===== src/logic/eth_tx_pkg.sv =====
package eth_tx_pkg;

	////////////////////
	// Transmit data types

	// One 32-bit word as it leaves on the MAC bus
	typedef logic [31:0] word_t;

	// Valid bytes in one word, 0 to 4
	typedef logic [2:0] byte_cnt_t;

	// Frame length in bytes as the host writes it
	typedef logic [10:0] frame_len_t;

	// Frame length in whole words, rounded up
	typedef logic [9:0] word_cnt_t;

	////////////////////
	// Buffer sizing

	// Both depths must be powers of two for the wrap bit pointers
	localparam int WORD_DEPTH = 512;
	localparam int HDR_DEPTH  = 16;

	// Pointer widths without the wrap bit
	localparam int WORD_AW = $clog2(WORD_DEPTH);
	localparam int HDR_AW  = $clog2(HDR_DEPTH);

endpackage


===== src/logic/frame_pop_if.sv =====
`timescale 1ns/10ps

interface frame_pop_if;

	import eth_tx_pkg::*;

	// Head of the frame length FIFO
	logic      hdr_valid;
	word_cnt_t hdr_words;
	logic      hdr_pop;

	// Head of the word FIFO, shown while not empty
	word_t     word;
	byte_cnt_t bytes;
	logic      word_pop;

	// FIFO side
	modport buffer (
		output hdr_valid, hdr_words, word, bytes,
		input  hdr_pop, word_pop
	);

	// Transmit FSM side
	modport sender (
		input  hdr_valid, hdr_words, word, bytes,
		output hdr_pop, word_pop
	);

endinterface


===== src/logic/tx_frame_sender.sv =====
`timescale 1ns/10ps

module tx_frame_sender (
	input  logic                  tx_clk,
	input  logic                  rst_n,
	frame_pop_if.sender           pop,
	output logic                  tx_start,
	output logic                  tx_data_valid,
	output eth_tx_pkg::byte_cnt_t tx_bytes_valid,
	output eth_tx_pkg::word_t     tx_data
);

	import eth_tx_pkg::*;

	typedef enum logic [1:0] {
		ST_IDLE,
		ST_POP,
		ST_SENDING
	} state_t;

	state_t    state;

	// Words still to pop in this frame
	word_cnt_t left;

	////////////////////
	// FIFO handshakes

	// Header goes as soon as it shows up in idle
	assign pop.hdr_pop  = (state == ST_IDLE) && pop.hdr_valid;

	// One word per cycle for the whole frame
	assign pop.word_pop = (state == ST_POP) || (state == ST_SENDING);

	////////////////////
	// Frame FSM

	always_ff @(posedge tx_clk) begin
		if (!rst_n) begin
			state <= ST_IDLE;
			left  <= '0;
		end else begin
			case (state)
				ST_IDLE: begin
					left <= pop.hdr_words;
					// Empty frames are popped and skipped
					if (pop.hdr_valid && (pop.hdr_words != '0))
						state <= ST_POP;
				end
				ST_POP, ST_SENDING: begin
					left <= left - 1'b1;
					if (left == word_cnt_t'(1))
						state <= ST_IDLE;
					else
						state <= ST_SENDING;
				end
				default: state <= ST_IDLE;
			endcase
		end
	end

	////////////////////
	// Output register

	always_ff @(posedge tx_clk) begin
		if (!rst_n) begin
			tx_start      <= 1'b0;
			tx_data_valid <= 1'b0;
		end else begin
			// First popped word marks the frame start
			tx_start      <= (state == ST_POP);
			tx_data_valid <= pop.word_pop;
		end
	end

	always_ff @(posedge tx_clk) begin
		tx_data        <= pop.word;
		tx_bytes_valid <= pop.bytes;
	end

endmodule


===== src/flat_wrapper.sv =====
// flat-port wrapper written by rule: the top's interface ports become plain ports
module tx_frame_sender_flat import eth_tx_pkg::*;
  (tx_clk, rst_n, tx_start, tx_data_valid, tx_bytes_valid, tx_data, pop_hdr_valid, pop_hdr_words, pop_word, pop_bytes, pop_hdr_pop, pop_word_pop);
  frame_pop_if pop_i ();
  input  logic tx_clk;
  input  logic rst_n;
  output logic tx_start;
  output logic tx_data_valid;
  output eth_tx_pkg::byte_cnt_t tx_bytes_valid;
  output eth_tx_pkg::word_t tx_data;
  input wire logic [$bits(pop_i.hdr_valid)-1:0] pop_hdr_valid;
  input wire logic [$bits(pop_i.hdr_words)-1:0] pop_hdr_words;
  input wire logic [$bits(pop_i.word)-1:0] pop_word;
  input wire logic [$bits(pop_i.bytes)-1:0] pop_bytes;
  output wire logic [$bits(pop_i.hdr_pop)-1:0] pop_hdr_pop;
  output wire logic [$bits(pop_i.word_pop)-1:0] pop_word_pop;
  assign pop_i.hdr_valid = pop_hdr_valid;
  assign pop_i.hdr_words = pop_hdr_words;
  assign pop_i.word = pop_word;
  assign pop_i.bytes = pop_bytes;
  assign pop_hdr_pop = pop_i.hdr_pop;
  assign pop_word_pop = pop_i.word_pop;
  tx_frame_sender u_core (.tx_clk(tx_clk), .rst_n(rst_n), .pop(pop_i), .tx_start(tx_start), .tx_data_valid(tx_data_valid), .tx_bytes_valid(tx_bytes_valid), .tx_data(tx_data));
endmodule

===== config.mk =====
export PLATFORM = sky130hd
export DESIGN_NAME = tx_frame_sender_flat
export DESIGN_NICKNAME = d
export VERILOG_FILES = /design/src/logic/eth_tx_pkg.sv /design/src/logic/frame_pop_if.sv /design/src/logic/tx_frame_sender.sv /design/src/flat_wrapper.sv
export SDC_FILE = /design/constraint.sdc
export NUM_CORES = 1
export LEC_CHECK = 0
export BUFFER_PORTS_ARGS = -buffer_cell sky130_fd_sc_hd__buf_2
export CAP_MARGIN = 0
export CORE_AREA = 2 2 65 73
export DETAILED_ROUTE_END_ITERATION = 10
export DIE_AREA = 0 0 67 75
export HOLD_SLACK_MARGIN = 0.12
export PLACE_DENSITY = 0.76
export REMOVE_ABC_BUFFERS = 1
export SETUP_SLACK_MARGIN = 0.15
export SYNTH_ARGS = -nofsm -noshare
export SYNTH_HDL_FRONTEND = slang
export SYNTH_SLANG_ARGS = --single-unit

===== constraint.sdc =====
create_clock -name tx_clk -period 1.4 [get_ports tx_clk]
set_input_delay 0.14 -clock tx_clk [delete_from_list [all_inputs] [get_ports tx_clk]]
set_output_delay 0.14 -clock tx_clk [all_outputs]
set_load 0.01 [all_outputs]

# After elaboration in Yosys (flattened, before gate mapping)
# Cells that the tools add are included.
# Widths: inputs -> output; s select.
[word_totals]
in_bits = 48
ramBits = 0
romBits = 0
latch_bits = 0
out_inout_bits = 39
register_bits = 49
mem_count = 0
wordCells = 22
[op_classes]
reduce_logical = 7
addsub = 1
div = 0
shifts = 0
muxes = 4
bitwise = 0
magnitude_cmp = 0
eq_ne = 4
n_mul = 0
[ops]
columns = ["cell", "count"]
rows = [
  ["$pmux 10 s2", 1],
  ["$eq 10x1->1 const B", 1],
  ["$reduce_bool 10->1", 1],
  ["$sub 10x1->10 const B", 1],
  ["$mux 2", 2],
  ["$pmux 2 s2", 1],
  ["$eq 2x1->1 const B", 1],
  ["$eq 2x2->1 const B", 1],
  ["$logic_and 1x1->1", 2],
  ["$logic_not 2->1", 1],
  ["$ne 2x2->1 const B", 1],
  ["$reduce_bool 2->1", 1],
  ["$reduce_or 2->1", 1],
  ["$logic_or 1x1->1", 1],
]

# Logic depth before layout (Yosys ltp)
# Gate-level depths: netlist of run 1.
[depth]
depth_word = 4
mapped_depth = 7

# Least setup slack after synthesis of run 1
# No wires, ideal clock.
[synth_timing]
path_type = "reg-to-reg"
startpoint = "register u_core.state[0]"
endpoint = "register u_core.left[4]"
t_required_ns = 1.281
setup_slack_ns = -0.147
path_stages_with_launch = 6
synth_period_minus_slack_ns = 1.547
t_arrival_ns = 1.428
cell_sequence = "dfxtp_1 > inv_1 > ha_1 > buf_2 > a41oi_1 > o221a_2"
[synth_via]
elab_chain_len = 3
elab_cells_between_ends = 6
classes_between = "eq/ne (2); mux (1); reduce/logical (3)"
[synth_lines]
columns = ["element", "line", "rtl"]
rows = [
  ["start, declared", "tx_frame_sender.sv:21", "state_t state;"],
  ["start signal, assigned", "tx_frame_sender.sv:40", "state <= ST_IDLE;"],
  ["start signal, assigned", "tx_frame_sender.sv:48", "state <= ST_POP;"],
  ["start signal, assigned", "tx_frame_sender.sv:53", "state <= ST_IDLE;"],
  ["$eq 2x1->1 or $eq 2x2->1 (tied branches)", "tx_frame_sender.sv:43", "case (state)"],
  ["$reduce_or 2->1", "tx_frame_sender.sv:43", ""],
  ["$pmux 10 s2 or $reduce_bool 2->1 (tied branches)", "-", ""],
  ["end signal, assigned", "tx_frame_sender.sv:45", "left <= pop.hdr_words;"],
  ["end signal, assigned", "tx_frame_sender.sv:51", "left <= left - 1'b1;"],
  ["end, declared", "tx_frame_sender.sv:24", "word_cnt_t left;"],
]
# Parallel ways exist; a longest one is shown, timed or not.
# A chain may end at the register's enable or synchronous reset.

# Final worst setup path of run 1
[layout_timing]
startpoint = "register u_core.state[0]"
endpoint = "register u_core.left[8]"
# The elaborated chain is that of the path after synthesis.

==> results of run 1 <==
-- metrics by stage --
stage | power (mW) | cells | hold slack, ps | util [%] | TNS, ps
CTS | 4.953 | 333 | 139.7 | 63.71 | 0
detailed placement | 3.581 | 286 | 243.6 | 50.50 | -513.9
finish | 5.253 | 336 | 165.9 | 66.12 | -0.09148
global route | 5.630 | 336 | 175.2 | 66.12 | -147.5
global placement | 3.539 | 286 | 242.3 | 50.50 | -183.0
floorplan | 2.899 | 135 | 167.7 | - | -2518
-- repair_timing --
| action | in CTS | in global routing |
|---|---|---|
| hold endpoints to repair | 35 | 0 |
| hold buffers | 35 | 0 |
| resized for setup | 17 | 18 |
| endpoints found under the setup margin | 14 | 14 |
| pin swaps | 4 | 5 |
| setup buffers | 5 | 3 |
-- cell type report --
type,count,area [µm²],area share [%]
flip-flops and latches,49,983.4,34.96
repair buffers,140,943.4,33.54
multi-input cells,79,688.2,24.47
clock buffers,5,68.82,2.447
well taps,54,67.56,2.402
clock inverters,2,35.03,1.246
inverters,7,26.28,0.9342
-- Yosys cell counts (2+ instances only) --
cell	n	area (µm²)
clkbuf_1	2	7.510
inv_1	7	26.28
or3_1	2	12.51
o31ai_1	2	15.01
o32ai_1	2	17.52
nand2_1	5	18.77
ha_1	6	75.07
dfxtp_1	49	980.9
nor3_4	2	32.53
a21oi_1	6	30.03
o221a_2	2	22.52
nand4_1	2	12.51
mux2i_1	2	20.02
nor4_1	2	12.51
o21ai_0	2	10.01
nor2_1	10	37.54
a41oi_1	4	35.03
and2_1	5	31.28
nor2b_1	6	37.54
a31oi_1	3	18.77
nand3_1	3	15.01
-- kinds of logic (layout without fill, tap and decap cells) --
group,after synthesis,count (layout),share of synthesized area (%)
adder cells (fa/ha/maj),6,6,4.695
AND/OR/NAND/NOR,44,44,16.75
flip-flops,49,49,61.35
multiplexers,2,2,1.252
AO/OA/AOI/OAI,27,27,12.36
buffers and inverters,12,154,3.600
-- flip-flops by register name, summed over array words and instances (netlist names) --
signal                 flops
u_core.left               10
u_core.state               2
u_core.tx_bytes_valid      3
u_core.tx_data            32
u_core.tx_data_valid       1
u_core.tx_start            1
-- worst min-delay path, stage by stage --
cell and delay, ps:
buf_2 100, a32oi_2 60, a21oi_2 120
-- final timing paths --
path / startpoint / endpoint / depth (start not counted)
worst max-delay path: u_core.state[0]$_SDFFE_PN0P_ / u_core.left[8]$_SDFFE_PN0P_ / 5
worst max register to register: u_core.state[0]$_SDFFE_PN0P_ / u_core.left[8]$_SDFFE_PN0P_ / 5
worst min-delay path: pop_hdr_words[7] / u_core.left[7]$_SDFFE_PN0P_ / 3
worst min register to register: u_core.left[9]$_SDFFE_PN0P_ / u_core.left[9]$_SDFFE_PN0P_ / 2
-- per-layer routing --
| layer | track usage, % | share of wire (%) | up-vias |
|---|---|---|---|
| li1 | - | - | 775 |
| met1 | 17.29 | 38 | 742 |
| met2 | 30.69 | 52 | 70 |
| met3 | 5.830 | 8.3 | 6 |
| met4 | 7.483 | 1.7 | 0 |
| met5 | 0 | 0 | - |
-- power groups by stage --
stage	registers [mW]	logic, mW	clock network (mW)
6_report	1.82	2.50	0.932
5_1_grt	1.85	2.74	1.04
4_1_cts	1.81	2.16	0.985
3_5_place_dp	1.83	1.75	0
3_3_place_gp	1.82	1.72	0
2_1_floorplan	1.85	1.05	0
==> reports/metrics.yaml, run 1 <==
maxCapViolations: 0
slew_violations: 0
die_h_um: 75
setup_viol: 1
core_area_um2: 4254
violations: "negative setup slack"
drtPass1Iterations: 4
critical_path_buf_inv_count: 1
worstSkewPairLatency_ps: 290
grt_pass1_vias: 1492
fin_area_um2: 2813
numCtsBuffers: 5
cp-start-kind: "flop"
outcome: "finished, violations left"
area_delta_synth_final_pct: 75.90
syn_area_um2: 1599
switching_share_pct: 33.58
root_buffer: "clkbuf_8"
async_flop_share_pct: 0
fillerInstances: 340
drt-wirelength-per-cell_um: 12.70
fp.dieW_um: 67
cts_sinks: 49
fmax_mhz: 714.2
comb_power_share_pct: 47.6
r2r_slack_ps: -0.09
leakagePower_nw: 1.281
finalHoldViolations: 0
start_util_pct: 37.59
end_kind: "flop"
antenna_found_initial: 0
rows: 25
grt_setup_unrepaired: "yes"
power_switching_mw: 1.764
drc: 0
cts_tree: "yes"
netlist-cell-type-count: 37
dp_hpwl_um: 2739
synth_flop_cell: "dfxtp_1"
cp_max_fo: 3
dieArea_um2: 5025
p_clk_share_pct: 17.7
vdd_drop_max_v: 0.001087
hold_class: "input port to flop"
slew_headroom_pct: 65.77
crit_type: "flop to flop"
final_cell_mix: "buf_2 (84), dfxtp_1 (47), dlygate4sd3_1 (35), buf_4 (17), nor2_1 (7)"
path_delay_family: "simple AND/OR/NAND/NOR gates"
avgViaCountPerCell: 4.741
powerDensity_nw_per_um2: 1868
internal-power_mw: 3.489
nets: 336
synth_edf_count: 0
cts_buffer_depth: 2
io-pin-count: 87
crit_arrival_ps: 1610
max_stage_delay_ps: 350
clk_pin_slew_worst_paths_ps: 90
vias: 1593
drtAntennaViolNets: 0
place_ws_ps: -109.3
grt_overflow: 0
grt_max_degree: 19
diodes: 0
io_buffers: 86
place_area_um2: 2148
drt_iter0_drc: 45
path_cells: "buf_4 > ha_4 > and2b_1 > or3b_1 > a31oi_1"
routed_wl_um: 4266
final_common_cell: "buf_2"
syn_avg_cell_area_um2: 11.42
ys_ff_latch: 49
p_seq_share_pct: 34.7
seq_area_frac_synth_pct: 61.35
htreeDepth: 2
worstPathRequired_ps: 1610
gr-usage-all-layers_pct: 16.83
grt_first_pass_wirelength_um: 6272
layout_setup_ws_ps: -0.09148
cp_slowest_cell: "or3b_1"
layout-drive-gt1-share_pct: 50.00
syn_inst: 140
gp_congestion: 0.8386
fin_crit_sh_pct: 100.0
worstMarginPinSlew_ps: 508.7
final.min_clock_period_ps: 1400
skew_ps: 8.688
yosysWarningCount: 0
No activity file was read; power rests on OpenSTA's default activity.
==> run 2: changes to the inputs <==
--- a/config.mk
+++ b/config.mk
@@ -7,11 +7,13 @@
 export LEC_CHECK = 0
 export BUFFER_PORTS_ARGS = -buffer_cell sky130_fd_sc_hd__buf_2
 export CAP_MARGIN = 0
-export CORE_AREA = 2 2 65 73
+export CELL_PAD_IN_SITES_DETAIL_PLACEMENT = 0
+export CELL_PAD_IN_SITES_GLOBAL_PLACEMENT = 1
+export CORE_AREA = 2 2 74 83
 export DETAILED_ROUTE_END_ITERATION = 10
-export DIE_AREA = 0 0 67 75
-export HOLD_SLACK_MARGIN = 0.12
-export PLACE_DENSITY = 0.76
+export DIE_AREA = 0 0 76 85
+export HOLD_SLACK_MARGIN = 0.03
+export PLACE_DENSITY = 0.78
 export REMOVE_ABC_BUFFERS = 1
 export SETUP_SLACK_MARGIN = 0.15
 export SYNTH_ARGS = -nofsm -noshare
==> run 2 against run 1 <==
The flow still finishes with violations (negative setup slack). Routed wire length rose by 7.9%. Clock power fell by 14%. Sequential power barely moved. Core utilization fell by 16 points. Cell area rose by 0.85%. Critical path type unchanged.
==> reports/metrics.yaml, run 2 (synthesis gave the netlist of run 1 again) <==
final_common_cell: "buf_2"
crit_type: "flop to flop"
crit_arrival_ps: 1630  # +20 ps
cts_buffer_depth: 2  # unchanged
grt_overflow: 0  # unchanged
slew_violations: 0  # unchanged
clk_pin_slew_worst_paths_ps: 90  # about the same
total_power_mw: 5.309  # +1.1%
comb_power_share_pct: 50.7  # +3.1 points
nets: 340  # +1.2%
final_cell_mix: "buf_2 (84), dfxtp_1 (46), dlygate4sd3_1 (35), buf_4 (18)"
cp-start-kind: "flop"
grt_first_pass_wirelength_um: 7224  # +15%
largest_reg_flops: 32  # unchanged
outcome: "finished, violations left"
grt_max_degree: 16  # -3
cts_tree: "yes"
fmax_mhz: 714.1  # about the same
fillerInstances: 516  # +52%
avgViaCountPerCell: 4.415  # -6.9%
internal-power_mw: 3.436  # -1.5%
worstMarginPinSlew_ps: 434.5  # -74.19 ps
drtAntennaViolNets: 0  # unchanged
drt_iter0_drc: 57  # +27%
skew_ps: 3.903  # -4.785 ps
grt_setup_unrepaired: "yes"
grt_use_met2_pct: 24.43  # -6.3 points
met1_usage_pct: 15.69  # -1.6 points
dieArea_um2: 6460  # +29%
start_util_pct: 28.43  # -9.2 points
cp_max_fo: 4  # +1
drt-wirelength-per-cell_um: 12.64  # -0.42%
powerDensity_nw_per_um2: 1872  # +0.21%
gr-usage-all-layers_pct: 13.94  # -2.9 points
p_seq_share_pct: 34.3  # -0.4 points
path_cells: "buf_4 > ha_4 > and2b_1 > or3b_1 > a31oi_1"
p_clk_share_pct: 15.0  # -2.7 points
cp_slowest_cell: "or3b_1"
largest-register: "u_core.tx_data"
worstPathRequired_ps: 1630  # +20 ps
antenna_found_initial: 0  # unchanged
grt_pass1_vias: 1561  # +4.6%
drtPass1Iterations: 4  # unchanged
vdd_drop_max_v: 0.0009611  # -12%
fin_crit_sh_pct: 100.0  # about the same
busiest_layer: "met2"
leakagePower_nw: 1.281  # about the same
io-pin-count: 87  # unchanged
place_ws_ps: -88.13  # +21.17 ps
layout_setup_ws_ps: -0.4532  # -0.3617 ps
diodes: 0  # unchanged
worstSkewPairLatency_ps: 300  # about the same
root_buffer: "clkbuf_8"
met3_usage_pct: 4.149  # -1.7 points
maxCapViolations: 0  # unchanged
power_switching_mw: 1.873  # +6.2%
final.min_clock_period_ps: 1400  # +0.3617 ps
slew_headroom_pct: 70.76  # +5.0 points
area_delta_synth_final_pct: 77.39
hold_class: "input port to flop"
numCtsBuffers: 5  # unchanged
fp.dieW_um: 76  # +13%
switching_share_pct: 35.27  # +1.7 points
top_regs: "u_core.tx_data: 32 flops, u_core.left: 10 flops, u_core.tx_bytes_valid: 3 flops"
cts_sinks: 49  # unchanged
max_stage_delay_ps: 350  # about the same
finalHoldViolations: 0  # unchanged
vias: 1607  # +0.88%
core_area_um2: 5624  # +32%
violations: "negative setup slack"
setup_viol: 1  # unchanged
routed_wl_um: 4602  # +7.9%
dp_hpwl_um: 2814  # +2.8%
die_h_um: 85  # +13%
rows: 29  # +16%
io_buffers: 86  # unchanged
end_kind: "flop"
drc: 0  # unchanged
layout-drive-gt1-share_pct: 48.78  # -1.2 points
gp_congestion: 0.8717  # +3.9%
htreeDepth: 2  # unchanged
[run 2: cell count changes in the layout (fill, tap and decap cells not counted), sizes merged]
cell	previous run	this run
clkinvlp	0	2
buf	105	109
clkbuf	5	6
bufinv	1	0
clkinv	1	0
[run 2: final cells by class]
| cell class | count | area [µm²] | share of cell area (%) |
|---|---|---|---|
| Clock buffer | 6 | 72.57 | 2.558 |
| Clock inverter | 2 | 15.01 | 0.5293 |
| Inverter | 7 | 26.28 | 0.9263 |
| Multi-Input combinational cell | 79 | 656.9 | 23.16 |
| Sequential cell | 49 | 984.7 | 34.72 |
| Tap cell | 77 | 96.34 | 3.397 |
| Timing Repair Buffer | 144 | 984.7 | 34.72 |
[run 2: final timing paths]
check                          startpoint                           to  cells after the start  slack, ps
max          u_core.state[0]$_SDFFE_PN0P_  u_core.left[8]$_SDFFE_PN0P_                      5       -0.5
max reg2reg  u_core.state[0]$_SDFFE_PN0P_  u_core.left[8]$_SDFFE_PN0P_                      5       -0.5
min reg2reg   u_core.left[9]$_SDFFE_PN0P_  u_core.left[9]$_SDFFE_PN0P_                      2        510
min                      pop_hdr_words[7]  u_core.left[7]$_SDFFE_PN0P_                      3        180
[run 2: critical path, delay by kind of cell (launching register included)]
family                     cells  cell delay, ps
DFF                            1             330
buffers and inverters          1             140
AOI/OAI and AO/OA              1             120
adders and majority gates      1             170
and+or+nand+nor                2             580
[run 2: per-stage QoR]
step	instance area (µm²)	util (%)	hold slack (ps)	cells	TNS (ps)
final	2836	50.43	182.8	364	-0.4532
after global routing	2836	50.43	201.9	364	-99.22
after CTS	2745	48.81	158.7	361	0
after detailed placement	2207	39.24	243.8	313	-432.3
after global placement	2207	39.24	242.2	313	-102.6
after floorplan	1568	-	167.7	135	-2518
[run 2: metal layers]
metal / up-vias / wire, µm
li1: 784 / -
met1: 727 / 1766
met2: 83 / 2373
met3: 13 / 328
met4: 0 / 133
met5: - / 0
[run 2: power groups by stage]
stage | clock [mW] | sequential [mW] | combinational (mW)
final | 0.798 | 1.82 | 2.69
after global routing | 0.902 | 1.85 | 2.91
after CTS | 0.840 | 1.81 | 2.28
after detailed placement | 0 | 1.83 | 1.83
after global placement | 0 | 1.82 | 1.82
after floorplan | 0 | 1.85 | 1.05
[run 2: timing repair]
| action | CTS | global route |
|---|---|---|
| gates resized for setup | 18 | 15 |
| pin swaps | 10 | 3 |
| hold buffers | 35 | 0 |
| cloned | 1 | 0 |
| endpoints found under the setup margin | 14 | 14 |
| endpoints found under the hold margin | 35 | 0 |
| setup buffers | 4 | 3 |
