**config.mk**
```make
export PLATFORM = sky130hd
export DESIGN_NAME = wb_frame_writer_flat
export DESIGN_NICKNAME = d
export VERILOG_FILES = /design/src/logic/eth_tx_pkg.sv /design/src/logic/wb_regs_pkg.sv /design/src/logic/frame_push_if.sv /design/src/logic/wb_frame_writer.sv /design/src/flat_wrapper.sv
export SDC_FILE = /design/constraint.sdc
export NUM_CORES = 1
export LEC_CHECK = 0
export BUFFER_PORTS_ARGS = -buffer_cell sky130_fd_sc_hd__buf_2
export CAP_MARGIN = 20
export CORE_ASPECT_RATIO = 0.7
export CORE_MARGIN = 4
export CORE_UTILIZATION = 53
export DETAILED_ROUTE_END_ITERATION = 10
export HOLD_SLACK_MARGIN = 0.06
export PLACE_DENSITY_LB_ADDON = 0.3
export SLEW_MARGIN = 20
export SYNTH_ARGS = -nofsm -noshare
export SYNTH_HDL_FRONTEND = slang
export SYNTH_SLANG_ARGS = --single-unit
```
**constraint.sdc**
```tcl
create_clock -name tx_clk -period 7.4 [get_ports tx_clk]
set_input_delay 1.48 -clock tx_clk [delete_from_list [all_inputs] [get_ports tx_clk]]
set_output_delay 1.48 -clock tx_clk [all_outputs]
set_load 0.05 [all_outputs]
```
**src/logic/eth_tx_pkg.sv**
```systemverilog
package eth_tx_pkg;

	////////////////////
	// Transmit data types

	// One 32-bit word as it leaves on the MAC bus
	typedef logic [31:0] word_t;

	// Valid bytes in one word, 0 to 4
	typedef logic [2:0] byte_cnt_t;

	// Frame length in bytes as the host writes it
	typedef logic [10:0] frame_len_t;

	// Frame length in whole words, rounded up
	typedef logic [9:0] word_cnt_t;

	////////////////////
	// Buffer sizing

	// Both depths must be powers of two for the wrap bit pointers
	localparam int WORD_DEPTH = 512;
	localparam int HDR_DEPTH  = 16;

	// Pointer widths without the wrap bit
	localparam int WORD_AW = $clog2(WORD_DEPTH);
	localparam int HDR_AW  = $clog2(HDR_DEPTH);

endpackage

```
**src/logic/wb_regs_pkg.sv**
```systemverilog
package wb_regs_pkg;

	////////////////////
	// Wishbone widths

	// Byte address within the slave window
	typedef logic [11:0] wb_addr_t;

	// Read and write data
	typedef logic [31:0] wb_data_t;

	////////////////////
	// Register map

	// Bit 0 is link up, read only
	localparam wb_addr_t REG_STAT    = 12'h000;
	// Any write sends the frame built so far
	localparam wb_addr_t REG_COMMIT  = 12'h020;
	// Bits 10:0 give the expected frame length in bytes
	localparam wb_addr_t REG_LENGTH  = 12'h040;
	// Sequential push of up to 4 of the remaining bytes
	localparam wb_addr_t REG_TX_WORD = 12'h060;
	// Start of the push window
	// Byte offset in the frame is the address minus this base
	localparam wb_addr_t REG_TX_BUF  = 12'h080;

endpackage

```
**src/logic/frame_push_if.sv**
```systemverilog
`timescale 1ns/10ps

interface frame_push_if;

	import eth_tx_pkg::*;

	// Word push strobe with the swapped data and its valid byte count
	logic      push;
	word_t     word;
	byte_cnt_t bytes;

	// Frame commit strobe and the announced length in words
	logic      commit;
	word_cnt_t commit_words;

	// Word FIFO cannot take another entry
	logic      full;

	// Register decode side
	modport writer (
		output push, word, bytes, commit, commit_words,
		input  full
	);

	// FIFO side
	modport buffer (
		input  push, word, bytes, commit, commit_words,
		output full
	);

endinterface

```
**src/logic/wb_frame_writer.sv**
```systemverilog
`timescale 1ns/10ps

module wb_frame_writer (
	input  logic                  tx_clk,
	input  logic                  rst_n,
	input  logic                  link_up,
	input  logic                  wb_cyc,
	input  logic                  wb_stb,
	input  logic                  wb_we,
	input  wb_regs_pkg::wb_addr_t wb_adr,
	input  wb_regs_pkg::wb_data_t wb_dat_w,
	output wb_regs_pkg::wb_data_t wb_dat_r,
	output logic                  wb_ack,
	output logic                  wb_err,
	frame_push_if.writer          push
);

	import eth_tx_pkg::*;
	import wb_regs_pkg::*;

	// Length state for the frame being built
	frame_len_t exp_len;
	frame_len_t remaining;

	// Request decode
	logic      req;
	logic      is_stat;
	logic      is_commit;
	logic      is_length;
	logic      is_word;
	logic      is_win;
	logic      bad;
	logic      stall;

	// Push decode
	wb_addr_t  win_off;
	wb_addr_t  win_left;
	logic      word_push;
	byte_cnt_t word_bytes;

	////////////////////
	// Address decode

	// New request only while no answer is on the bus
	assign req = wb_cyc && wb_stb && !wb_ack && !wb_err;

	assign is_stat   = (wb_adr == REG_STAT);
	assign is_commit = (wb_adr == REG_COMMIT);
	assign is_length = (wb_adr == REG_LENGTH);
	assign is_word   = (wb_adr == REG_TX_WORD);
	assign is_win    = (wb_adr >= REG_TX_BUF);

	// Byte offset into the frame and bytes left from there
	assign win_off  = wb_adr - REG_TX_BUF;
	assign win_left = {1'b0, exp_len} - win_off;

	// Status is read only and the only readable register
	assign bad = wb_we ? (is_stat || !(is_commit || is_length || is_word || is_win))
		: !is_stat;

	// Valid bytes in this word
	// Words past the frame end are answered but not pushed
	always_comb begin
		word_push  = 1'b0;
		word_bytes = '0;
		if (wb_we && is_word) begin
			if (remaining >= frame_len_t'(4)) begin
				word_push  = 1'b1;
				word_bytes = 3'd4;
			end else if (remaining != '0) begin
				word_push  = 1'b1;
				word_bytes = remaining[2:0];
			end
		end else if (wb_we && is_win) begin
			if (win_off < {1'b0, exp_len}) begin
				word_push  = 1'b1;
				word_bytes = (win_left >= wb_addr_t'(4)) ? 3'd4 : win_left[2:0];
			end
		end
	end

	// Hold the answer while the word FIFO has no room
	assign stall = word_push && push.full;

	////////////////////
	// Bus answer and control

	always_ff @(posedge tx_clk) begin
		if (!rst_n) begin
			wb_ack      <= 1'b0;
			wb_err      <= 1'b0;
			push.push   <= 1'b0;
			push.commit <= 1'b0;
			exp_len     <= '0;
			remaining   <= '0;
		end else begin
			wb_ack      <= req && !bad && !stall;
			wb_err      <= req && bad;
			push.push   <= req && word_push && !stall;
			push.commit <= req && wb_we && is_commit;

			if (req && wb_we && is_length) begin
				exp_len   <= wb_dat_w[10:0];
				remaining <= wb_dat_w[10:0];
			end else if (req && wb_we && is_commit) begin
				// Frame handed over so start clean
				exp_len   <= '0;
				remaining <= '0;
			end else if (req && is_word && word_push && !stall) begin
				remaining <= remaining - frame_len_t'(word_bytes);
			end
		end
	end

	// Payload registers
	always_ff @(posedge tx_clk) begin
		// Host writes little endian, MAC sends first byte in the top lane
		push.word  <= {wb_dat_w[7:0], wb_dat_w[15:8], wb_dat_w[23:16], wb_dat_w[31:24]};
		push.bytes <= word_bytes;
		// Ceiling of the byte length over 4
		push.commit_words <= word_cnt_t'(exp_len[10:2]) + word_cnt_t'(|exp_len[1:0]);
		wb_dat_r <= (req && !wb_we && is_stat) ? wb_data_t'(link_up) : '0;
	end

endmodule

```
**src/flat_wrapper.sv**
```systemverilog
// flat-port wrapper written by rule: the top's interface ports become plain ports
module wb_frame_writer_flat import eth_tx_pkg::*; import wb_regs_pkg::*;
  (tx_clk, rst_n, link_up, wb_cyc, wb_stb, wb_we, wb_adr, wb_dat_w, wb_dat_r, wb_ack, wb_err, push_push, push_word, push_bytes, push_commit, push_commit_words, push_full);
  frame_push_if push_i ();
  input  logic tx_clk;
  input  logic rst_n;
  input  logic link_up;
  input  logic wb_cyc;
  input  logic wb_stb;
  input  logic wb_we;
  input  wb_regs_pkg::wb_addr_t wb_adr;
  input  wb_regs_pkg::wb_data_t wb_dat_w;
  output wb_regs_pkg::wb_data_t wb_dat_r;
  output logic wb_ack;
  output logic wb_err;
  output wire logic [$bits(push_i.push)-1:0] push_push;
  output wire logic [$bits(push_i.word)-1:0] push_word;
  output wire logic [$bits(push_i.bytes)-1:0] push_bytes;
  output wire logic [$bits(push_i.commit)-1:0] push_commit;
  output wire logic [$bits(push_i.commit_words)-1:0] push_commit_words;
  input wire logic [$bits(push_i.full)-1:0] push_full;
  assign push_push = push_i.push;
  assign push_word = push_i.word;
  assign push_bytes = push_i.bytes;
  assign push_commit = push_i.commit;
  assign push_commit_words = push_i.commit_words;
  assign push_i.full = push_full;
  wb_frame_writer u_core (.tx_clk(tx_clk), .rst_n(rst_n), .link_up(link_up), .wb_cyc(wb_cyc), .wb_stb(wb_stb), .wb_we(wb_we), .wb_adr(wb_adr), .wb_dat_w(wb_dat_w), .wb_dat_r(wb_dat_r), .wb_ack(wb_ack), .wb_err(wb_err), .push(push_i));
endmodule
```
**Word-level counts from Yosys, hierarchy flattened**

Cells that the tools add are included.

- $add $sub $neg: 4
- $mul: 0
- Div/mod/pow operators: 0
- Magnitude comparators: 4
- Equal/unequal tests: 3
- Shift-type cells: 0
- Muxes and demuxes: 17
- Bitwise gates (word level): 0
- Reductions and logical operators: 35

Operator list:

| operator | count |
|---|---|
| $mux W11 | 5 |
| $eq A12 B7 Y1 const B | 2 |
| $logic_and A1 B1 Y1 | 19 |
| $mux W3 | 6 |
| $eq A12 B6 Y1 const B | 1 |
| $ge A12 B3 Y1 const B | 1 |
| $ge A12 B8 Y1 const B | 1 |
| $logic_not A12 Y1 | 1 |
| $lt A12 B11 Y1 | 1 |
| $sub A11 B12 Y12 | 1 |
| $sub A12 B8 Y12 const B | 1 |
| $ge A11 B3 Y1 const B | 1 |
| $reduce_bool A11 Y1 | 1 |
| $sub A11 B3 Y11 | 1 |
| $add A9 B1 Y10 | 1 |
| $logic_not A1 Y1 | 7 |
| $mux W1 | 6 |
| $logic_or A1 B1 Y1 | 4 |
| $reduce_bool A3 Y1 | 1 |
| $reduce_bool A2 Y1 | 1 |
| $reduce_or A2 Y1 | 1 |

- Bits in registers: 103
- Bits in latches: 0
- Bits in writable memories: 0
- Memory bits (read-only): 0
- Input port bits: 51
- Output and inout port bits: 81
- Logic and storage cells: 74
- Memories: 0

**Longest topological paths before layout**

Gate-level depths: netlist (run 1).

- Depth after elaboration: 11
- Mapped depth: 21
- Depth with buffers taken out: 20

**Least setup slack after synthesis (run 1)**

No wires, ideal clock.

- Kind: input to register
- Start point: in wb_adr[7]
- End point: reg u_core.remaining[10]
- Library setup time: 0.116 ns
- Data arrival time: 4.877 ns
- Required time: 7.284 ns
- Setup slack: 2.407 ns
- Stages: 20
- Buffers on the path: 1
- Cell sequence: inv_1 ha_1 xnor2_1 ha_1 buf_2 o21a_1 o21ai_0 nor4_1 nand2_1 nor3_1 a32o_1 ha_1 fa_1 inv_1 a21boi_0 nand2_1 nor2_1 xnor2_1 o211ai_1 o211a_1

- Cells in the longest elaborated chain, start to end: 11
- Elaborated cells on any way between the ends: 29
- Those cells by class: add/sub: 3; order compare: 3; eq/ne: 3; mux: 10; reduce/logical: 10

Ends and longest elaborated chain:

| item | RTL line | text |
|---|---|---|
| start: declaration | flat_wrapper.sv:11 | `input wb_regs_pkg::wb_addr_t wb_adr;` |
| $sub A12 B8 Y12 | wb_frame_writer.sv:54 | `assign win_off = wb_adr - REG_TX_BUF;` |
| $sub A11 B12 Y12 | wb_frame_writer.sv:55 | `assign win_left = {1'b0, exp_len} - win_off;` |
| $ge A12 B3 Y1 | wb_frame_writer.sv:77 | `word_bytes = (win_left >= wb_addr_t'(4)) ? 3'd4 : win_left[2:0];` |
| $mux W3 | wb_frame_writer.sv:77 |  |
| $mux W3 | wb_frame_writer.sv:75 | `if (win_off < {1'b0, exp_len}) begin` |
| $mux W3 | wb_frame_writer.sv:74 | `end else if (wb_we && is_win) begin` |
| $mux W3 * | wb_frame_writer.sv:66 | `if (wb_we && is_word) begin` |
| named net u_core.word_bytes[0] | wb_frame_writer.sv:39 | `byte_cnt_t word_bytes;` |
| $sub A11 B3 Y11 * | wb_frame_writer.sv:110 | `remaining <= remaining - frame_len_t'(word_bytes);` |
| $mux W11 * | wb_frame_writer.sv:109 | `end else if (req && is_word && word_push && !stall) begin` |
| $mux W11 * | wb_frame_writer.sv:105 | `end else if (req && wb_we && is_commit) begin` |
| $mux W11 * | wb_frame_writer.sv:102 | `if (req && wb_we && is_length) begin` |
| end signal: assignment | wb_frame_writer.sv:104 | `remaining <= wb_dat_w[10:0];` |
| end signal: assignment | wb_frame_writer.sv:110 |  |
| end: declaration | wb_frame_writer.sv:23 | `frame_len_t remaining;` |

Mark *: on every way through the listed nets, which the timed path passes. The rest lies on a longest branch. The select of a mux whose other input is x is not followed.
A chain may end at the register's enable or synchronous reset.

**Final worst setup path (run 1)**

- Start point: in wb_adr[7]
- End point: reg u_core.remaining[6]

The elaborated chain is that of the path after synthesis.

==> impl_metrics.tcl, run 1 <==
set metrics [dict create \
    grt_usage_pct 22.6 \
    timing.final.crit_period_ns 5.35 \
    dpl.hpwl_mm 7.05 \
    drv_cap 0 \
    netlist_instances 384 \
    io_buffers 100 \
    io_pins 132 \
    antenna_found_initial 0 \
    netSwitchingFraction_pct 28.8 \
    status "finished, final reports clean" \
    crit_required_ns 7.64 \
    reg2reg_depth 20 \
    finalCritPeriodShare_pct 72.3 \
    final_nets 552 \
    synth_top_area_share_pct 40.6 \
    cts_resized 0 \
    diodes 0 \
    synth-seq-area-share_pct 40.6 \
    drtPass1Iterations 4 \
    core_mm2 0.00637 \
    fmax_mhz 187 \
    whs_endpoint "u_core.push.commit_words[9]" \
    ys_ff_latch 72 \
    rsz0062_at_grt "no" \
    clock-root-buffer "clkbuf_8" \
    worstPathMaxFanout 9 \
    power_density_mw_per_mm2 209 \
    peakVddDrop_v 0.000145 \
    cts.clk_slew.worst_paths_ns 0.07 \
    dpl_worst_slack_ns 1.75 \
    numCtsBuffers 9 \
    p_leak_uw 0.00203 \
    yosys-top-cells-area "dfxtp_1 41%, buf_4 6.6%, ha_1 6.0%" \
    grt_pass1_wl_mm 14.6 \
    drcViolationCount 0 \
    maxSlewViolCount 0 \
    grt_overflow 0 \
    ys_warn_count 0 \
    whs_path_depth 2 \
    cp.arrival_ns 5.59 \
    async_reset_ff_share_pct 0 \
    synth_edf_count 0 \
    area_growth_pct 18.7 \
    clock_path_buffers 2 \
    insertion_delay_ns 0.35 \
    tightestPinTransition_ns 0.651 \
    grt_max_degree 27 \
    drive_gt1_share_pct 27.3 \
    r2r-end "u_core.remaining[6]" \
    clock_skew_ns 0.00614 \
    synth_commonest_cells "72 x dfxtp_1, 31 x buf_4, 28 x nand2_1" \
    fp.dieW_um 106 \
    first_global_vias 2893 \
    die_h_um 76.5 \
    pwr-share-seq_pct 45.3 \
    synth_top_area_cell "dfxtp_1" \
    drtIter0Drc 183 \
    slew_headroom_pct 56.6 \
    hold_class "register to register" \
    ys.flop_type "dfxtp_1" \
    r2r_slack_ns 3.10 \
    hold_violations 0 \
    cts_setup_buffers 0 \
    start_util_pct 55.8 \
    internal_power_uw 627 \
    pwr-share-comb_pct 15.2 \
    postRouteAntennaNets 0 \
    holdBufCountCts 0 \
    critPathLaunchType "input port" \
    cts_tree "done" \
    vias 3052 \
    die_area_mm2 0.00809 \
    netlist_area_mm2 0.00355 \
    finalSetupViolCount 0 \
    p_switching_uw 254 \
    setup_tns_ns 0 \
    min_from "u_core.exp_len[10]" \
    wirelength_mm 8.92 \
    power_frac_clock_pct 39.5 \
    cp-end-kind "register" \
    synth.distinct_cells 58 \
    worst_slack_ns 2.05 \
    reg2reg_from "u_core.exp_len[0]" \
    place.gp.congestion 0.964 \
    wl_per_cell_um 15.4 \
    cts.sinks 72 \
    vias_per_cell 5.28 \
    crit_type "input port to register" \
    htree_num_levels 3 \
    avgSynthCellArea_um2 9.25 \
    std_cell_rows 24 \
    synth_most_common_cell "dfxtp_1" \
]
[flip-flops by register name (all words and copies together) (netlist names)]
signal	cells
u_core.exp_len	11
u_core.push.word	32
u_core.wb_err	1
u_core.push.bytes	3
u_core.push.push	1
u_core.push.commit	1
u_core.push.commit_words	10
u_core.wb_dat_r	1
u_core.remaining	11
u_core.wb_ack	1
[cell families (layout without fill, tap and decap cells)]
| family | after synthesis | count (layout) | share of synthesized area (%) |
|---|---|---|---|
| DFF | 72 | 72 | 40.6 |
| and+or+nand+nor | 116 | 116 | 17.6 |
| AOI/OAI and AO/OA | 89 | 89 | 19.0 |
| xor gates and xnor gates | 19 | 19 | 4.69 |
| other | 1 | 31 | 0.106 |
| buffers and inverters | 68 | 141 | 10.9 |
| adders and majority gates | 19 | 19 | 7.12 |
[cell usage in the layout, fill, tap and decap left out, types with 13 or more instances in the layout]
master / n
nand2_1: 28
o21ai_0: 16
ha_1: 17
buf_2: 100
conb_1: 31
dfxtp_1: 72
nand3_1: 21
inv_1: 25
xnor2_1: 13
nor2_1: 15
[metal layers]
layer  share of wire [%]  global-route usage (%)  vias up
li1                    -                       -     1505
met2                  45                    33.3      127
met3                 9.0                    8.13        9
met4                0.95                    6.08        0
met5                   0                       0        -
met1                  45                    31.1     1411
[worst max-delay path: stages]
cell,delay (ns)
buf_2,0.11
inv_1,0.04
ha_1,0.21
xnor2_1,0.14
ha_1,0.43
o21a_1,0.21
o21ai_0,0.09
nor4_1,0.54
nand2_1,0.19
nor3_1,0.35
a32o_1,0.22
ha_1,0.19
fa_1,0.22
inv_1,0.04
a21boi_0,0.47
nand2_1,0.14
xnor2_1,0.15
a22oi_1,0.15
nand2_1,0.09
o211a_1,0.15
[per-stage QoR]
step	hold WS (ns)	cell area (um^2)	power (uW)	util [%]	instances
after floorplan	0.457	3660	521	-	414
after global placement	0.499	3990	540	62.6	562
after detailed placement	0.513	3990	541	62.6	562
after CTS	0.524	4220	887	66.2	578
after global routing	0.548	4220	917	66.2	578
final	0.520	4220	881	66.2	578
[area by class of cell]
class	instances	area [um^2]
multi-input cells	274	1840
inverters	25	93.8
clock inverters	6	91.3
clock buffers	10	138
flip-flops and latches	72	1440
repair buffers	100	500
fillers	538	2150
well taps	91	114
[power groups by stage]
stage	clock (uW)	sequential [uW]	combinational, uW
after floorplan	0	442	78.3
after global placement	0	408	132
after detailed placement	0	408	133
after CTS	355	399	133
after global routing	375	400	142
final	348	399	134
[worst max-delay path by stage]
| stage | slack (ns) | start | depth (start not counted) | end |
|---|---|---|---|---|
| floorplan | 2.41 | wb_adr[7] | 20 | u_core.remaining[10] |
| global placement | 1.86 | wb_adr[7] | 20 | u_core.remaining[10] |
| detailed placement | 1.75 | wb_adr[7] | 20 | u_core.remaining[10] |
| CTS | 2.13 | wb_adr[7] | 20 | u_core.remaining[6] |
| global route | 1.61 | wb_adr[7] | 20 | u_core.remaining[6] |
| finish | 2.05 | wb_adr[7] | 20 | u_core.remaining[6] |
Power figures use the tool's default switching activity.
==> run 2, diff against run 1 <==
Settings changed: ABC_AREA from default to 1, CORE_UTILIZATION 53 to 50.
Clock period 7.4 ns to 4.99 ns, I/O delays scaled along.
==> impl_metrics.tcl, run 2 <==
set metrics [dict create \
    diodes 0 \
    hold_violations 0 \
    final_nets 642 \
    grt_max_degree 25 \
    synth_top_area_cell "dfxtp_1" \
    maxSlewViolCount 0 \
    dpl_cell_area_mm2 0.00405 \
    place.gp.congestion 0.959 \
    die_h_um 78.8 \
    postRouteAntennaNets 0 \
    drtPass1Iterations 4 \
    fmax_mhz 220 \
    crit_slowest_cell "ha_1" \
    synth-seq-area-share_pct 40.2 \
    power_density_mw_per_mm2 285 \
    synth.distinct_cells 39 \
    final_cell_mix "103 x nand2_1, 100 x buf_2, 72 x dfxtp_1" \
    async_reset_ff_share_pct 0 \
    clock-root-buffer "clkbuf_8" \
    synth_commonest_cells "103 x nand2_1, 72 x dfxtp_1, 50 x inv_1, 50 x nor2_1, 31 x buf_4" \
    core_mm2 0.00685 \
    fp.dieW_um 109 \
    crit_type "input port to register" \
    first_global_vias 3008 \
    yosys-top-cells-area "dfxtp_1 40%, nand2_1 11%, buf_4 6.5%" \
    ys.flop_type "dfxtp_1" \
    ys_warn_count 0 \
    grt_usage_pct 20.8 \
    grt_overflow 0 \
    cts_setup_buffers 0 \
    antenna_found_initial 0 \
    critical-path-max-stage-delay_ns 0.37 \
    netlist_instances 468 \
    io_buffers 100 \
    timing.final.crit_period_ns 4.55 \
    vias 3216 \
    hold_class "register to register" \
    ys_ff_latch 72 \
    wirelength_mm 9.08 \
    cp-end-kind "register" \
    num-fill-cells 624 \
    worstPathMaxFanout 5 \
    std_cell_rows 25 \
    synth_edf_count 0 \
    rsz0062_at_grt "no" \
    crit_required_ns 5.27 \
    dpl.hpwl_mm 7.45 \
    tightestPinTransition_ns 0.874 \
    cp.arrival_ns 4.84 \
    p_leak_uw 0.00215 \
    area_growth_pct 18.1 \
    cts_tree "done" \
    io_pins 132 \
    final_common_cell "nand2_1" \
    top_register "u_core.push.word" \
    insertion_delay_ns 0.35 \
    critPathLaunchType "input port" \
    setup_tns_ns 0 \
    drive_gt1_share_pct 24.6 \
    clock_path_buffers 2 \
    synth_top_area_share_pct 40.2 \
    die_area_mm2 0.00861 \
    start_util_pct 52.3 \
    avgSynthCellArea_um2 7.66 \
    htree_num_levels 3 \
    netlist_area_mm2 0.00358 \
    largestRegisters "u_core.push.word (32), u_core.exp_len (11), u_core.remaining (11)" \
    grt_pass1_wl_mm 14.1 \
    finalSetupViolCount 0 \
    cts.clk_slew.worst_paths_ns 0.08 \
    drv_cap 0 \
    wl_per_cell_um 13.5 \
    vias_per_cell 4.79 \
    critPathBufInv 3 \
    holdBufCountCts 0 \
    drcViolationCount 0 \
    largest_reg_flops 32 \
    slew_headroom_pct 41.5 \
    synth_most_common_cell "nand2_1" \
    stdcell_area_mm2 0.00423 \
    numCtsBuffers 9 \
    finalCritPeriodShare_pct 91.3 \
    peakVddDrop_v 0.000166 \
    crit_family "simple AND/OR/NAND/NOR gates" \
    drtIter0Drc 192 \
    clock_skew_ns 0.00976 \
    status "finished, final reports clean" \
    cts_resized 0 \
    cts.sinks 72 \
]
-- run 2: cell types whose count changed after synthesis, moves of 6 or more --
cell and delta:
o211ai_1 -6, nor2b_1 -9, nor2_1 +35, xnor2_1 -8
a21boi_0 -8, xor2_1 +10, inv_1 +25, nor2_2 +8
o211a_1 -7, nand2_1 +75, a21oi_1 +11
-- run 2: kinds of logic after synthesis --
group	share of synthesized area, %
fa+ha+maj	7.05
xor+xnor	5.59
buf+inv	13.2
simple gates	26.7
compound gates	7.09
flops	40.2
other cells	0.105
-- run 2: path summary, 6_finish.rpt --
kind                                          start              endpoint  slack (ns)  cells after the start
worst min-delay path            u_core.remaining[0]   u_core.remaining[0]        0.50                      2
worst max-delay path                      wb_adr[7]  u_core.remaining[10]        0.44                     26
worst max register to register    u_core.exp_len[0]  u_core.remaining[10]        0.97                     22
worst min register to register  u_core.remaining[0]   u_core.remaining[0]        0.50                      2
-- run 2: final cells by class --
class	count	area, um^2	share of cell area [%]
Multi-Input combinational cell	334	1780	42.1
Timing Repair Buffer	100	500	11.8
Clock inverter	7	60.1	1.42
Clock buffer	9	124	2.93
Inverter	55	206	4.88
Sequential cell	72	1440	34.1
Tap cell	94	118	2.78
-- run 2: per-layer routing --
metal | wire length [um] | share of wire (%) | GRT usage (%)
met2 | 3870 | 43 | 30.5
met3 | 980 | 11 | 7.55
met4 | 51 | 0.56 | 4.48
met1 | 4180 | 46 | 29.3
met5 | 0 | 0 | 0
-- run 2: tightest hold or removal path: stages (launching register included) --
cell and delay [ns]:
dfxtp_1 0.32, nor2_1 0.10, nor2_1 0.05
-- run 2: through the flow --
| stage | setup slack (ns) | hold WS (ns) | total power, uW | util [%] | cells |
|---|---|---|---|---|---|
| after floorplan | 0.948 | 0.449 | 766 | - | 498 |
| after global placement | 0.268 | 0.473 | 794 | 59.1 | 655 |
| after detailed placement | 0.178 | 0.481 | 795 | 59.1 | 655 |
| after CTS | 0.507 | 0.504 | 1210 | 61.8 | 671 |
| after global routing | 0.169 | 0.532 | 1260 | 61.8 | 671 |
| final | 0.435 | 0.502 | 1200 | 61.8 | 671 |
-- run 2: where the power goes --
part	switching, uW	internal [uW]
Combinational	152	39.9
Sequential	2.96	588
Clock	232	189
Total	387	817
